`src/common/serial_defs.svh`:
```
`ifndef SERIAL_DEFS_SVH
`define SERIAL_DEFS_SVH

// bits in one bus frame
// rw flag, address and data, MSB first on the wire
`define SERIAL_FRAME_BITS 16

// in_clk cycles per serial half period
// a full serial period is twice this
`define SERIAL_CLK_DIV 4

// frames buffered between packer and engine
// must stay a power of two
`define SERIAL_FIFO_DEPTH 4

`endif
```
`src/common/serial_ctrl_pkg.sv`:
```
`default_nettype none

package serial_ctrl_pkg;

	// engine states
	typedef enum logic [1:0] {
		// waiting for a frame from the fifo
		Idle,
		// clocking the frame out, miso captured
		Shift,
		// read data offered to the host
		Respond,
		// one idle serial period between frames
		Gap
	} t_engine_state;

endpackage

`default_nettype wire

```
`src/common/serial_frame_pkg.sv`:
```
`default_nettype none

`include "serial_defs.svh"

package serial_frame_pkg;

	// register address on the bus
	typedef logic [6:0] t_addr;

	// register data byte
	typedef logic [7:0] t_data;

	// one bus frame
	// raw view for shifting, field view for building and decoding
	typedef union packed {
		logic [`SERIAL_FRAME_BITS-1:0] raw;
		struct packed {
			logic rw;     // 1 means read
			t_addr addr;
			t_data data;  // zero on reads, returned on miso
		} f;
	} t_frame;

endpackage

`default_nettype wire

```
`src/rtl/serial_bus_top.sv`:
```
`default_nettype none

`include "serial_defs.svh"

module serial_bus_top (
	input wire logic in_clk,
	input wire logic in_rst,

	// host request port
	input wire logic req_valid,
	output logic req_ready,
	input wire logic req_rw,
	input wire serial_frame_pkg::t_addr req_addr,
	input wire serial_frame_pkg::t_data req_wdata,

	// read response port
	output logic rd_valid,
	input wire logic rd_ready,
	output serial_frame_pkg::t_data rd_data,

	// three-wire bus
	output logic sclk,
	output logic mosi,
	input wire logic miso
);

	// packer to fifo
	logic pk_valid;
	logic pk_ready;
	serial_frame_pkg::t_frame pk_frame;

	// fifo to engine
	logic fq_valid;
	logic fq_ready;
	serial_frame_pkg::t_frame fq_frame;

	frame_packer packer_i (
		.in_clk(in_clk),
		.in_rst(in_rst),
		.req_valid(req_valid),
		.req_ready(req_ready),
		.req_rw(req_rw),
		.req_addr(req_addr),
		.req_wdata(req_wdata),
		.pk_valid(pk_valid),
		.pk_ready(pk_ready),
		.pk_frame(pk_frame)
	);

	// decouples the host from the slow bus
	word_fifo #(
		.DEPTH(`SERIAL_FIFO_DEPTH)
	) fifo_i (
		.in_clk(in_clk),
		.in_rst(in_rst),
		.wr_valid(pk_valid),
		.wr_ready(pk_ready),
		.wr_frame(pk_frame),
		.rd_valid(fq_valid),
		.rd_ready(fq_ready),
		.rd_frame(fq_frame)
	);

	serial_engine engine_i (
		.in_clk(in_clk),
		.in_rst(in_rst),
		.fq_valid(fq_valid),
		.fq_ready(fq_ready),
		.fq_frame(fq_frame),
		.sclk(sclk),
		.mosi(mosi),
		.miso(miso),
		.rd_valid(rd_valid),
		.rd_ready(rd_ready),
		.rd_data(rd_data)
	);

endmodule

`default_nettype wire

```
`src/serial/serial_engine.sv`:
```
`default_nettype none

`include "serial_defs.svh"

module serial_engine (
	input wire logic in_clk,
	input wire logic in_rst,

	// frames from the fifo
	input wire logic fq_valid,
	output logic fq_ready,
	input wire serial_frame_pkg::t_frame fq_frame,

	// three-wire bus
	output logic sclk,
	output logic mosi,
	input wire logic miso,

	// read responses
	output logic rd_valid,
	input wire logic rd_ready,
	output serial_frame_pkg::t_data rd_data
);

	localparam int FRAME_BITS = `SERIAL_FRAME_BITS;
	localparam int CNT_BITS = $clog2(FRAME_BITS);

	serial_ctrl_pkg::t_engine_state state;

	// rising ticks seen in this frame
	logic [CNT_BITS-1:0] bit_cnt;

	// transmit word, rotated so it is whole again after the frame
	serial_frame_pkg::t_frame tx_frame;
	// miso samples, MSB first
	serial_frame_pkg::t_frame rx_frame;

	logic run;
	logic rise_tick;
	logic fall_tick;
	logic last_bit;
	logic load;

	// divider only runs while the bus is busy
	assign run = (state == serial_ctrl_pkg::Shift) || (state == serial_ctrl_pkg::Gap);

	clk_divider clk_div_i (
		.in_clk(in_clk),
		.in_rst(in_rst),
		.run(run),
		.rise_tick(rise_tick),
		.fall_tick(fall_tick)
	);

	// frames only taken while idle
	assign fq_ready = (state == serial_ctrl_pkg::Idle);
	assign load = fq_valid && fq_ready;

	// sixteenth rising tick ends the frame
	assign last_bit = rise_tick && (bit_cnt == CNT_BITS'(FRAME_BITS - 1));

	// control state and bus pins
	always_ff @(posedge in_clk) begin
		if (in_rst) begin
			state <= serial_ctrl_pkg::Idle;
			bit_cnt <= '0;
			sclk <= 1'b1;
			mosi <= 1'b1;
		end else begin
			case (state)
				serial_ctrl_pkg::Idle: begin
					bit_cnt <= '0;
					if (load) begin
						state <= serial_ctrl_pkg::Shift;
					end
				end

				serial_ctrl_pkg::Shift: begin
					// new bit on the falling edge
					if (fall_tick) begin
						sclk <= 1'b0;
						mosi <= tx_frame.raw[FRAME_BITS-1];
					end
					// device samples on the rising edge
					if (rise_tick) begin
						sclk <= 1'b1;
						bit_cnt <= bit_cnt + 1'b1;
					end
					// rw decoded from the restored transmit word
					if (last_bit) begin
						if (tx_frame.f.rw) begin
							state <= serial_ctrl_pkg::Respond;
						end else begin
							state <= serial_ctrl_pkg::Gap;
						end
					end
				end

				serial_ctrl_pkg::Respond: begin
					if (rd_ready) begin
						state <= serial_ctrl_pkg::Gap;
					end
				end

				serial_ctrl_pkg::Gap: begin
					// data line back to idle level mid gap
					if (fall_tick) begin
						mosi <= 1'b1;
					end
					if (rise_tick) begin
						state <= serial_ctrl_pkg::Idle;
					end
				end

				default: begin
					state <= serial_ctrl_pkg::Idle;
				end
			endcase
		end
	end

	// shift registers, payload only
	always_ff @(posedge in_clk) begin
		if (load) begin
			tx_frame <= fq_frame;
		end else if ((state == serial_ctrl_pkg::Shift) && fall_tick) begin
			tx_frame.raw <= {tx_frame.raw[FRAME_BITS-2:0], tx_frame.raw[FRAME_BITS-1]};
		end
		if ((state == serial_ctrl_pkg::Shift) && rise_tick) begin
			rx_frame.raw <= {rx_frame.raw[FRAME_BITS-2:0], miso};
		end
	end

	// response is the data field of the received word
	assign rd_valid = (state == serial_ctrl_pkg::Respond);
	assign rd_data = rx_frame.f.data;

	// response held until the host takes it
	a_rd_stable: assert property (@(posedge in_clk) disable iff (in_rst)
		(rd_valid && !rd_ready) |=> (rd_valid && $stable(rd_data)))
		else $error("serial_engine read data changed before handshake");

	// bus clock only toggles inside a frame
	a_sclk_idle: assert property (@(posedge in_clk) disable iff (in_rst)
		(state != serial_ctrl_pkg::Shift) |-> sclk)
		else $error("serial_engine sclk low outside shift");

endmodule

`default_nettype wire

```
`src/rtl/frame_packer.sv`:
```
`default_nettype none

module frame_packer (
	input wire logic in_clk,
	input wire logic in_rst,

	// host requests
	input wire logic req_valid,
	output logic req_ready,
	input wire logic req_rw,
	input wire serial_frame_pkg::t_addr req_addr,
	input wire serial_frame_pkg::t_data req_wdata,

	// packed frames towards the fifo
	output logic pk_valid,
	input wire logic pk_ready,
	output serial_frame_pkg::t_frame pk_frame
);

	// output holding register
	logic hold_valid;
	serial_frame_pkg::t_frame hold_frame;
	// goes high the cycle after reset release
	logic ready_en;
	logic accept;

	// free slot, or the current frame leaves this cycle
	assign req_ready = ready_en && (!hold_valid || pk_ready);
	assign accept = req_valid && req_ready;

	always_ff @(posedge in_clk) begin
		if (in_rst) begin
			ready_en <= 1'b0;
			hold_valid <= 1'b0;
		end else begin
			ready_en <= 1'b1;
			// refill or drain only when the slot moves
			if (!hold_valid || pk_ready) begin
				hold_valid <= accept;
			end
		end
	end

	// build the frame by fields
	always_ff @(posedge in_clk) begin
		if (accept) begin
			hold_frame.f.rw <= req_rw;
			hold_frame.f.addr <= req_addr;
			// reads carry zeros, the device answers in that slot
			hold_frame.f.data <= req_rw ? '0 : req_wdata;
		end
	end

	assign pk_valid = hold_valid;
	assign pk_frame = hold_frame;

endmodule

`default_nettype wire

```
`src/fifo/word_fifo.sv`:
```
`default_nettype none

module word_fifo #(
	// number of entries, a power of two of at least 2
	parameter int DEPTH = 4
) (
	input wire logic in_clk,
	input wire logic in_rst,

	// write side from the packer
	input wire logic wr_valid,
	output logic wr_ready,
	input wire serial_frame_pkg::t_frame wr_frame,

	// read side towards the engine
	output logic rd_valid,
	input wire logic rd_ready,
	output serial_frame_pkg::t_frame rd_frame
);

	localparam int ADDR_BITS = $clog2(DEPTH);

	// depth check at elaboration
	if ((DEPTH < 2) || ((DEPTH & (DEPTH - 1)) != 0)) begin : g_depth_check
		$error("word_fifo DEPTH must be a power of two of at least 2");
	end

	// frame storage
	serial_frame_pkg::t_frame mem [DEPTH];

	// pointers with extra wrap bit
	logic [ADDR_BITS:0] wr_ptr;
	logic [ADDR_BITS:0] rd_ptr;
	logic [ADDR_BITS:0] count;
	logic full;
	logic empty;
	logic push;
	logic pop;

	// same index on the other lap
	assign full = (wr_ptr[ADDR_BITS] != rd_ptr[ADDR_BITS]) &&
		(wr_ptr[ADDR_BITS-1:0] == rd_ptr[ADDR_BITS-1:0]);
	assign empty = (wr_ptr == rd_ptr);
	assign count = wr_ptr - rd_ptr;

	assign wr_ready = !full;
	assign rd_valid = !empty;
	// head entry shown directly
	assign rd_frame = mem[rd_ptr[ADDR_BITS-1:0]];

	assign push = wr_valid && wr_ready;
	assign pop = rd_valid && rd_ready;

	always_ff @(posedge in_clk) begin
		if (push) begin
			mem[wr_ptr[ADDR_BITS-1:0]] <= wr_frame;
		end
	end

	always_ff @(posedge in_clk) begin
		if (in_rst) begin
			wr_ptr <= '0;
			rd_ptr <= '0;
		end else begin
			if (push) begin
				wr_ptr <= wr_ptr + 1'b1;
			end
			if (pop) begin
				rd_ptr <= rd_ptr + 1'b1;
			end
		end
	end

	// fill level stays in range
	// an underflow would wrap above DEPTH as well
	a_count_range: assert property (@(posedge in_clk) disable iff (in_rst)
		count <= DEPTH)
		else $error("word_fifo fill level out of range: %0d", count);

endmodule

`default_nettype wire

```
`src/rtl/clk_divider.sv`:
```
`default_nettype none

`include "serial_defs.svh"

module clk_divider (
	input wire logic in_clk,
	input wire logic in_rst,
	input wire logic run,
	output logic rise_tick,
	output logic fall_tick
);

	localparam int DIV = `SERIAL_CLK_DIV;
	localparam int CNT_BITS = (DIV > 1) ? $clog2(DIV) : 1;

	// cycles within the current half period
	logic [CNT_BITS-1:0] cnt;
	// low before a fall tick, high before a rise tick
	logic phase;
	logic wrap;

	// end of a half period
	assign wrap = run && (cnt == CNT_BITS'(DIV - 1));

	always_ff @(posedge in_clk) begin
		if (in_rst || !run) begin
			// idle keeps the phase aligned to the next frame
			cnt <= '0;
			phase <= 1'b0;
		end else if (wrap) begin
			cnt <= '0;
			phase <= ~phase;
		end else begin
			cnt <= cnt + 1'b1;
		end
	end

	// first tick after run is always a fall
	assign fall_tick = wrap && !phase;
	assign rise_tick = wrap && phase;

endmodule

`default_nettype wire

```
`config.mk`:
```
export PLATFORM = sky130hd
export DESIGN_NAME = serial_bus_top
export DESIGN_NICKNAME = d
export VERILOG_FILES = /design/src/common/serial_ctrl_pkg.sv /design/src/common/serial_frame_pkg.sv /design/src/rtl/serial_bus_top.sv /design/src/serial/serial_engine.sv /design/src/rtl/frame_packer.sv /design/src/fifo/word_fifo.sv /design/src/rtl/clk_divider.sv
export VERILOG_INCLUDE_DIRS = /design/src /design/src/common
export SDC_FILE = /design/constraint.sdc
export NUM_CORES = 1
export LEC_CHECK = 0
export ABC_AREA = 1
export BUFFER_PORTS_ARGS = -buffer_cell sky130_fd_sc_hd__buf_2
export CAP_MARGIN = 15
export CORE_MARGIN = 2
export CORE_UTILIZATION = 39
export CTS_CLUSTER_DIAMETER = 150
export DETAILED_ROUTE_END_ITERATION = 10
export GPL_TIMING_DRIVEN = 0
export PLACE_DENSITY_LB_ADDON = 0.25
export SYNTH_ARGS = -nofsm -noshare
export SYNTH_HDL_FRONTEND = slang
export SYNTH_SLANG_ARGS = --single-unit
```
`constraint.sdc`:
```
create_clock -name in_clk -period 6.95 [get_ports in_clk]
set_input_delay 0.695 -clock in_clk [delete_from_list [all_inputs] [get_ports in_clk]]
set_output_delay 0.695 -clock in_clk [all_outputs]
set_load 0.005 [all_outputs]
```
======== Word level (Yosys, flattened, before mapping) ========
Memories as Yosys holds them, arrays and structs flattened. A register that Yosys moved wholly into a read port is not among the register bits.
Index checks and enable logic that the tools add are counted.
storage, ports and cells
  register bits after elaboration ......... 59
  RAM bits ................................ 64
  bits of input ports ..................... 21
  output and inout port bits .............. 12
  word-level logic and storage cells ...... 84
  memories kept ........................... 1
memories
  name        depth  width  rd ports  clocked after Yosys merged registers in  wr ports  RTL line         source
  fifo_i.mem  4      16     1         1                                        1         word_fifo.sv:29  serial_frame_pkg::t_frame mem [DEPTH];
operators by class
  $add $sub $neg .......................... 4
  equal/unequal tests ..................... 15
  multiplexer cells ....................... 20
  bitwise operators ....................... 1
  reductions and logical operators ........ 29
operator list
  cell                                                    count
  two-way mux 16 bit                                      2
  two-way mux 2 bit                                       6
  inequality test 2 x 1 -> 1 bit (second input constant)  6
  logical AND 1 bit                                       11
  two-way mux 1 bit                                       8
  case mux 2 bit (4 select lines)                         1
  case mux 4 bit (2 select lines)                         1
  nonzero test 2 bit                                      4
  adder 3 x 1 -> 3 bit (second input constant)            2
  == test 2 bit (second input constant)                   3
  zero test 1 bit                                         5
  adder 4 x 1 -> 4 bit (second input constant)            1
  == test 4 bit (second input constant)                   1
  two-way mux 4 bit                                       1
  AND reduction 2 bit                                     2
  AND reduction 4 bit                                     1
  == test 3 bit                                           1
  logical OR 1 bit                                        3
  AND reduction 3 bit                                     1
  adder 2 x 1 -> 2 bit (second input constant)            1
  == test 2 x 1 -> 1 bit (second input constant)          1
  == test 2 bit                                           1
  zero test 2 bit                                         1
  inequality test 2 bit (second input constant)           1
  other kinds (4)                                         4

======== Logic depth before layout (Yosys ltp) ========
Gate-level depths: netlist of the first run.
  depth in word-level cells ............... 7
  mapped depth ............................ 9
  depth with buffers taken out ............ 9

======== By module ========
From an unflattened synthesis of the first run, not the netlist that was laid out.
unflattened totals
  cell total of the unflattened synthesis .. 406
  area total of the unflattened synthesis .. 5062.4 um^2
by module, submodules not included
  module         times used  cells each  area an instance (um^2)  seq. area each (um^2)
  word_fifo      1           227         2870.3                   2082.0
  serial_engine  1           115         1430.1                   880.8
  frame_packer   1           46          634.4                    520.5
  clk_divider    1           18          127.6                    60.1

======== Least setup slack after synthesis of the first run ========
No wires, ideal clock.
  path type ............................... register to register
  from .................................... register engine_i.state[1]
  to ...................................... register engine_i.tx_frame[0] in the netlist's numbering, enable pin
  library setup time ...................... 411 ps
  arrival time ............................ 2249 ps
  required time ........................... 6539 ps
  setup slack ............................. 4290 ps
  cell stages (with the launch flop) ...... 6
  path buffers ............................ 0
  period minus slack after synthesis ...... 2660 ps
  cells stage by stage .................... dfxtp_1 -> inv_1 -> ha_1 -> nor2_1 -> or3_1 -> o21ai_0
on the way
  word-level cells in the longest chain between the ends .. 6
  elaborated cells between the ends (all ways) .. 9
  those cells by class .................... 2 x eq/ne; 7 x reduce/logical
ends and longest elaborated chain
  item                                                     RTL line                                   source
  start: declaration                                       serial_engine.sv:28                        serial_ctrl_pkg::t_engine_state state;
  start signal: assignment                                 serial_engine.sv:65                        state <= serial_ctrl_pkg::Idle;
  start signal: assignment                                 serial_engine.sv:74                        state <= serial_ctrl_pkg::Shift;
  start signal: assignment                                 serial_engine.sv:92                        state <= serial_ctrl_pkg::Respond;
  == test 2 x 1 -> 1 bit or == test 2 bit (tied branches)  serial_engine.sv:45, serial_engine.sv:126
  logical OR 1 bit                                         serial_engine.sv:45                        assign run = (state == serial_ctrl_pkg::Shift) || (state == serial_ctrl_pkg::Gap);
  logical AND 1 bit                                        clk_divider.sv:23                          assign wrap = run && (cnt == CNT_BITS'(DIV - 1));
  logical AND 1 bit                                        clk_divider.sv:39                          assign fall_tick = wrap && !phase;
  logical AND 1 bit                                        serial_engine.sv:126                       end else if ((state == serial_ctrl_pkg::Shift) && fall_tick) begin
  nonzero test 2 bit (no source line) (*)                  --
  end signal: assignment                                   serial_engine.sv:125                       tx_frame <= fq_frame;
  end: declaration                                         serial_engine.sv:34                        serial_frame_pkg::t_frame tx_frame;
Every way passes the cells marked *; elsewhere a longest branch is shown, timed or not.
A chain may end at the register's enable or synchronous reset.

======== Worst setup path in the final report of the first run ========
  from .................................... register fifo_i.wr_ptr[0]
  to ...................................... output port req_ready
on the way
  word-level cells in the longest chain between the ends .. 5
ends and longest elaborated chain
  item                      RTL line              source
  start: declaration        word_fifo.sv:32       logic [ADDR_BITS:0] wr_ptr;
  start signal: assignment  word_fifo.sv:66       wr_ptr <= wr_ptr + 1'b1;
  == test 2 bit             word_fifo.sv:42       (wr_ptr[ADDR_BITS-1:0] == rd_ptr[ADDR_BITS-1:0]);
  logical AND 1 bit         word_fifo.sv:41       assign full = (wr_ptr[ADDR_BITS] != rd_ptr[ADDR_BITS]) &&
  zero test 1 bit           word_fifo.sv:46       assign wr_ready = !full;
  logical OR 1 bit          frame_packer.sv:28    assign req_ready = ready_en && (!hold_valid || pk_ready);
  logical AND 1 bit         frame_packer.sv:28
  end: declaration          serial_bus_top.sv:11  output logic req_ready,
Every way passes these cells.

==> reports/qor.tcl, run 1 <==
set qor(synth_largest_type_area_fraction_pct) 63.1
set qor(synth-seq-area-share_pct) 71.6
set qor(synthesis.nets) 430
set qor(floorplan.initialDensity_pct) 39.6
set qor(area_growth_syn_to_layout_pct) 21.2
set qor(yosys_synthesis_warning_count) 0
set qor(master_of_the_slowest_instance_on_the_critical_path) {sky130_fd_sc_hd__dfxtp_1}
set qor(timing.setup.critical_path_class) {reg -> out}
set qor(chipWidth_um) 117
set qor(met3_usage_pct) 4.51
set qor(timing.final.crit_share_pct) 33.8
set qor(die-area_um2) 13600
set qor(top_usage_layer) {met2}
set qor(max_fclk_mhz) 425
set qor(synth_area_um2) 4950
set qor(synthesis.area_per_instance_um2) 12.5
set qor(maxCapViolations) 0
set qor(final_hold_viol_count) 0
set qor(power_mw) 2.36
set qor(post-route-drc-count) 0
set qor(post_synth_inst_count) 397
set qor(ys_types) 31
set qor(crit_path_cell_trace) {inv_1 > nand2_1 > nand2_1 > nand3_1 > nor2_1 > nor2_1 > buf_2}
set qor(setup_violations) 0
set qor(n_antenna_cell) 0
set qor(max_clock_buf_depth) 2
set qor(cts.sinks) 125
set qor(post_cts_resize_count) 0
set qor(postRouteWirelength_mm) 8.91
set qor(start_kind) {flop}
set qor(period_minus_slack_ps) 2350
set qor(drt_iter0_markers) 215
set qor(fin_setup_tns_ps) 0
set qor(floorplan.core_area_um2) 12500
set qor(min-delay-path-class) {reg -> reg}
set qor(buffer_ports.inserted) 32
set qor(cts-root-buf) {sky130_fd_sc_hd__clkbuf_16}
set qor(critical_path.endpoint_type) {output pin}
set qor(postCtsSetupBuffers) 0
set qor(cts_hold_repair.buffers) 0
set qor(detailroute.via_count) 2957
set qor(yosys_register_bits) 125
set qor(antenna_found_initial) 0
set qor(die_h_um) 117
set qor(result_of_the_run) {finished, final reports clean}
set qor(grt_max_degree) 17
set qor(final_layout_size_suffix_gt1_share_pct) 18.0
set qor(grt_remaining_overflow) 0
set qor(utilization_pct) 47.9
set qor(antenna_violating_nets_post_route) 0
set qor(worstSkewPairLatency_ps) 410
set qor(post_synth_main_area_contributors) {sky130_fd_sc_hd__edfxtp_1 (63%), sky130_fd_sc_hd__dfxtp_1 (8.5%), sky130_fd_sc_hd__nand2_1 (5.2%)}
set qor(required_ps) 6250
set qor(timing.critical_path.slowest_cell_delay_ps) 350
set qor(use_met2_pct) 24.8
set qor(row_cnt) 41
set qor(hpwlAfterDp_mm) 5.91
set qor(wl_per_cell_um) 14.0
set qor(worst_ep_arrival_time_ps) 1660
set qor(max-slew-margin-rel_pct) 38.5
set qor(cellLeakagePower_nw) 2.32
set qor(path_clk_slew_ps) 50
set qor(tritoncts_clock_tree) {yes}
set qor(synth_top_cell_by_area) {sky130_fd_sc_hd__edfxtp_1}
set qor(grt_pass1_vias) 3003
set qor(htree_levels) 4
set qor(vdd_drop_max_mv) 0.196
set qor(design.portCount) 33
set qor(clock_skew_ps) 7.65
set qor(gp_congestion) 0.741
set qor(power_density_of_the_placed_cells_nw_per_um2) 393
set qor(cts_buffers) 17
set qor(max_slew.worst_pin.slew_ps) 922
set qor(timing.final.max_slew_violations) 0
set qor(nNetsFinal) 486
set qor(rsz_0062_raised_after_global_routing) {false}
set qor(grt_util_met1_pct) 17.5
set qor(grt_first_pass_wirelength_mm) 14.6
set qor(cp_max_fo) 5
set qor(avgViaCountPerCell) 4.63
set qor(drtPass1Iterations) 4
set qor(grtUsageTotal_pct) 14.8
cells by family after synthesis:
logic type	synth area share, %
AOI/OAI and AO/OA	5.66
xor gates and xnor gates	0.682
adders and majority gates	3.03
buffers and inverters	4.50
DFF	71.6
muxes	3.03
and+or+nand+nor	11.5
metal layers:
metal  vias to the layer above  routed length (um)
li1                       1494                   -
met2                        56                4420
met3                        10                 329
met5                         -                   0
met1                      1397                4020
met4                         0                 135
area by class of cell:
type,instances,area (um^2)
fill,1144,6520
sequential,125,3540
buffer,13,87.6
clock inverter,15,178
multi-input combinational,223,1200
clock buffer,17,425
tap,172,215
inverter,36,135
timing repair buffer,37,216
critical path: cells and delay by family (launching register included):
family	cells	cell delay (ps)
buffers and inverters	2	250
AND/OR/NAND/NOR	5	650
flip-flops	1	350
synthesized netlist by cell type (all sizes together):
cell / n
edfxtp: 104
nand2: 71
nor2: 54
inv: 35
o21ai: 27
dfxtp: 21
o22ai: 16
mux2i: 15
ha: 12
nand3: 12
buf: 7
a21oi: 6
clkbuf: 5
xor2: 2
a211oi: 1
clkinv: 1
dlygate4sd1: 1
nand3b: 1
nand4: 1
nor3: 1
nor4: 1
o211ai: 1
or3: 1
xnor2: 1
through the flow:
stage	hold slack, ps	cell area (um^2)	instances	worst slack (ps)
2_1_floorplan	397	4950	397	4290
3_3_place_gp	407	5330	601	3660
3_5_place_dp	418	5400	606	4680
4_1_cts	426	6000	638	4570
5_1_grt	436	6000	638	4470
6_report	419	6000	638	4600
registers in the layout (all words and copies together), names as in the netlist, 2 cells and up, named ones only:
register                flops
packer_i.pk_frame          16
engine_i.tx_frame          16
fifo_i.wr_ptr               3
engine_i.rx_frame           8
engine_i.state              2
engine_i.bit_cnt            4
fifo_i.rd_ptr               3
fifo_i.mem                 64
engine_i.clk_div_i.cnt      2
power breakdown:
group	internal (mW)	leakage (nW)	total (mW)	switching [mW]
clock	0.591	0.298	0.893	0.302
sequential	0.930	1.13	0.965	0.0351
combinational	0.181	0.899	0.502	0.321
path summary, 6_finish.rpt:
path	start	end	slack, ps	depth (start not counted)
min	engine_i.clk_div_i.cnt[0]	engine_i.clk_div_i.cnt[0]	420	1
min reg2reg	engine_i.clk_div_i.cnt[0]	engine_i.clk_div_i.cnt[0]	420	1
max reg2reg	engine_i.state[1]	engine_i.tx_frame[9]	4690	6
max	fifo_i.wr_ptr[0]	req_ready	4600	7
cells in the final DEF, fill, tap and decap left out, types with 4 or more instances in the layout:
| master | instances |
|---|---|
| sky130_fd_sc_hd__a21oi_1 | 6 |
| sky130_fd_sc_hd__buf_2 | 35 |
| sky130_fd_sc_hd__buf_6 | 5 |
| sky130_fd_sc_hd__bufinv_16 | 4 |
| sky130_fd_sc_hd__clkbuf_1 | 5 |
| sky130_fd_sc_hd__clkbuf_16 | 17 |
| sky130_fd_sc_hd__clkinv_1 | 4 |
| sky130_fd_sc_hd__clkinv_2 | 6 |
| sky130_fd_sc_hd__dfxtp_1 | 21 |
| sky130_fd_sc_hd__edfxtp_1 | 104 |
| sky130_fd_sc_hd__ha_1 | 12 |
| sky130_fd_sc_hd__inv_1 | 33 |
| sky130_fd_sc_hd__mux2i_1 | 15 |
| sky130_fd_sc_hd__nand2_1 | 69 |
| sky130_fd_sc_hd__nand3_1 | 11 |
| sky130_fd_sc_hd__nor2_1 | 50 |
| sky130_fd_sc_hd__nor2_2 | 4 |
| sky130_fd_sc_hd__o21ai_0 | 25 |
| sky130_fd_sc_hd__o22ai_1 | 16 |
No activity file was read; power rests on OpenSTA's default activity.
==> inputs of run 2 (changes only) <==
==> constraint.sdc (replaced) <==
create_clock -name in_clk -period 1.95 [get_ports in_clk]
set_input_delay 0.195 -clock in_clk [delete_from_list [all_inputs] [get_ports in_clk]]
set_output_delay 0.195 -clock in_clk [all_outputs]
set_load 0.005 [all_outputs]
==> reports/qor.tcl, run 2 (synthesized netlist as in run 1, its figures left out) <==
set qor(result_of_the_run) {finished, final reports clean}
set qor(power_mw) 8.15 ;# +250%
set qor(final_hold_viol_count) 0 ;# unchanged
set qor(drtPass1Iterations) 4 ;# unchanged
set qor(grtUsageTotal_pct) 14.4 ;# -0.43 points
set qor(max_fclk_mhz) 544
set qor(max-slew-margin-rel_pct) 67.0 ;# +29 points
set qor(mostFrequentLayoutCells) {sky130_fd_sc_hd__edfxtp_1 (104), sky130_fd_sc_hd__nand2_1 (69), sky130_fd_sc_hd__nor2_1 (49)}
set qor(final_common_cell) {sky130_fd_sc_hd__edfxtp_1}
set qor(min-delay-path-class) {in -> reg}
set qor(buffer_ports.inserted) 32 ;# unchanged
set qor(rr_startpoint) {engine_i.state[1]}
set qor(detailroute.via_count) 2997 ;# +1.4%
set qor(vdd_drop_max_mv) 0.824 ;# +320%
set qor(utilization_pct) 49.0 ;# +1.0 points
set qor(gp_congestion) 0.745 ;# +0.53%
set qor(grt_remaining_overflow) 0 ;# unchanged
set qor(area_growth_syn_to_layout_pct) 23.8
set qor(floorplan.initialDensity_pct) 39.6 ;# unchanged
set qor(tritoncts_clock_tree) {yes}
set qor(power_density_of_the_placed_cells_nw_per_um2) 1330 ;# +240%
set qor(period_minus_slack_ps) 1840
set qor(worstSkewPairLatency_ps) 410 ;# about the same
set qor(chipWidth_um) 117 ;# unchanged
set qor(layoutNonFillerInstCount) 648 ;# +1.6%
set qor(post-place-ws_ps) -350 ;# -5030 ps
set qor(cts_buffers) 17 ;# unchanged
set qor(largest_reg_flops) 64 ;# unchanged
set qor(die-area_um2) 13600 ;# unchanged
set qor(wl_per_cell_um) 13.6 ;# -2.3%
set qor(worstReg2RegEnd) {engine_i.tx_frame[11]}
set qor(clock_skew_ps) 8.31 ;# +0.658 ps
set qor(cp_max_fo) 16 ;# +11
set qor(grt_pass1_vias) 2855 ;# -4.9%
set qor(start_kind) {flop}
set qor(avgViaCountPerCell) 4.63 ;# -0.21%
set qor(antenna_violating_nets_post_route) 0 ;# unchanged
set qor(reg2regPathDepth) 6 ;# unchanged
set qor(design.portCount) 33 ;# unchanged
set qor(min_path_cells) 2 ;# +1
set qor(timing.final.crit_share_pct) 94.3
set qor(grt_max_degree) 17 ;# unchanged
set qor(drt_iter0_markers) 183 ;# -15%
set qor(critical_path.endpoint_type) {flop}
set qor(floorplan.core_area_um2) 12500 ;# unchanged
set qor(setup_violations) 0 ;# unchanged
set qor(worst_ep_arrival_time_ps) 1950 ;# +290 ps
set qor(r2r_setup_slack_ps) 110 ;# -4580 ps
set qor(final_layout_size_suffix_gt1_share_pct) 18.7 ;# +0.67 points
set qor(row_cnt) 41 ;# unchanged
set qor(timing.setup.critical_path_class) {reg -> reg}
set qor(cts-root-buf) {sky130_fd_sc_hd__clkbuf_16}
set qor(max_slew.worst_pin.slew_ps) 495 ;# -427 ps
set qor(fin_ws_ps) 111 ;# -4490 ps
set qor(postRouteWirelength_mm) 8.84 ;# -0.74%
set qor(maxCapViolations) 0 ;# unchanged
set qor(post-route-drc-count) 0 ;# unchanged
set qor(max_clock_buf_depth) 2 ;# unchanged
set qor(holdCritStartpoint) {in_rst}
set qor(required_ps) 2070 ;# -4180 ps
set qor(nNetsFinal) 496 ;# +2.1%
set qor(min_to) {fifo_i.rd_ptr[2]}
set qor(hpwlAfterDp_mm) 5.83 ;# -1.4%
set qor(antenna_found_initial) 0 ;# unchanged
set qor(timing.final.max_slew_violations) 0 ;# unchanged
set qor(htree_levels) 4 ;# unchanged
set qor(met3_usage_pct) 5.29 ;# +0.78 points
set qor(grt_util_met1_pct) 17.5 ;# about the same
set qor(die_h_um) 117 ;# unchanged
set qor(top_usage_layer) {met2}
set qor(n_antenna_cell) 0 ;# unchanged
set qor(placed_cells) 605 ;# -0.17%
set qor(grt_first_pass_wirelength_mm) 14.2 ;# -2.7%
set qor(use_met2_pct) 23.5 ;# -1.2 points
set qor(cellLeakagePower_nw) 2.34 ;# +0.46%
set qor(cts.sinks) 125 ;# unchanged
set qor(path_clk_slew_ps) 60 ;# about the same
set qor(rsz_0062_raised_after_global_routing) {false}
==> run 2: cell types whose count changed in the layout (fill, tap and decap cells not counted), sizes merged <==
cell         before  now
dlygate4sd3       0    9
clkinv           11    7
clkinvlp          1    5
bufinv            4    1
inv              35   37
buf              44   45
clkbuf           22   23
==> run 2: routing by layer <==
| metal | wire length [um] | vias up |
|---|---|---|
| met4 | 150 | 0 |
| met1 | 4060 | 1408 |
| li1 | - | 1518 |
| met2 | 4220 | 61 |
| met5 | 0 | - |
| met3 | 404 | 10 |
==> run 2: metrics by stage <==
step	TNS, ps	hold slack, ps	area [um^2]
finish	0	53.5	6130
global route	0	52.1	6130
CTS	0	32.7	6080
detailed placement	-10980	373	5400
global placement	-54790	373	5340
floorplan	0	264	4960
==> run 2: worst max path at each step <==
stage	startpoint	to	slack, ps
floorplan	fifo_i.wr_ptr[0]	fifo_i.mem[0][0]	2
global placement	fifo_i.wr_ptr[0]	fifo_i.mem[0][12]	-690
detailed placement	engine_i.state[1]	engine_i.tx_frame[5]	-350
CTS	fifo_i.wr_ptr[0]	req_ready	3
global route	fifo_i.wr_ptr[0]	packer_i.pk_frame[13]	10
finish	engine_i.state[1]	engine_i.tx_frame[11]	110
==> run 2: timing repair <==
item | 4_1_cts | 5_1_grt
pin swaps | 1 | 2
setup buffers | 1 | 1
setup endpoints to repair | 44 | 73
hold endpoints to repair | 9 | 0
gates resized for setup | 3 | 7
hold buffers | 9 | 0
==> run 2: critical path, cell delays in order, from the launching register on <==
cell,delay (ps)
sky130_fd_sc_hd__dfxtp_1,330
sky130_fd_sc_hd__inv_1,140
sky130_fd_sc_hd__ha_2,250
sky130_fd_sc_hd__nor2_1,100
sky130_fd_sc_hd__or3_4,370
sky130_fd_sc_hd__o21ai_4,180
sky130_fd_sc_hd__buf_12,170
==> run 2: area by class of cell <==
type	count	area, um^2
Inverter	36	135
Buffer	13	87.6
Clock inverter	14	119
Clock buffer	18	429
Sequential cell	125	3540
Timing Repair Buffer	47	347
Tap cell	172	215
Multi-Input combinational cell	223	1250
Fill cell	1097	6390
==> run 2: where the power goes <==
part	leakage, nW	internal (mW)	switching (mW)
clock	0.251	1.74	1.12
sequential	1.13	3.31	0.118
combinational	0.957	0.707	1.16
total	2.34	5.76	2.39
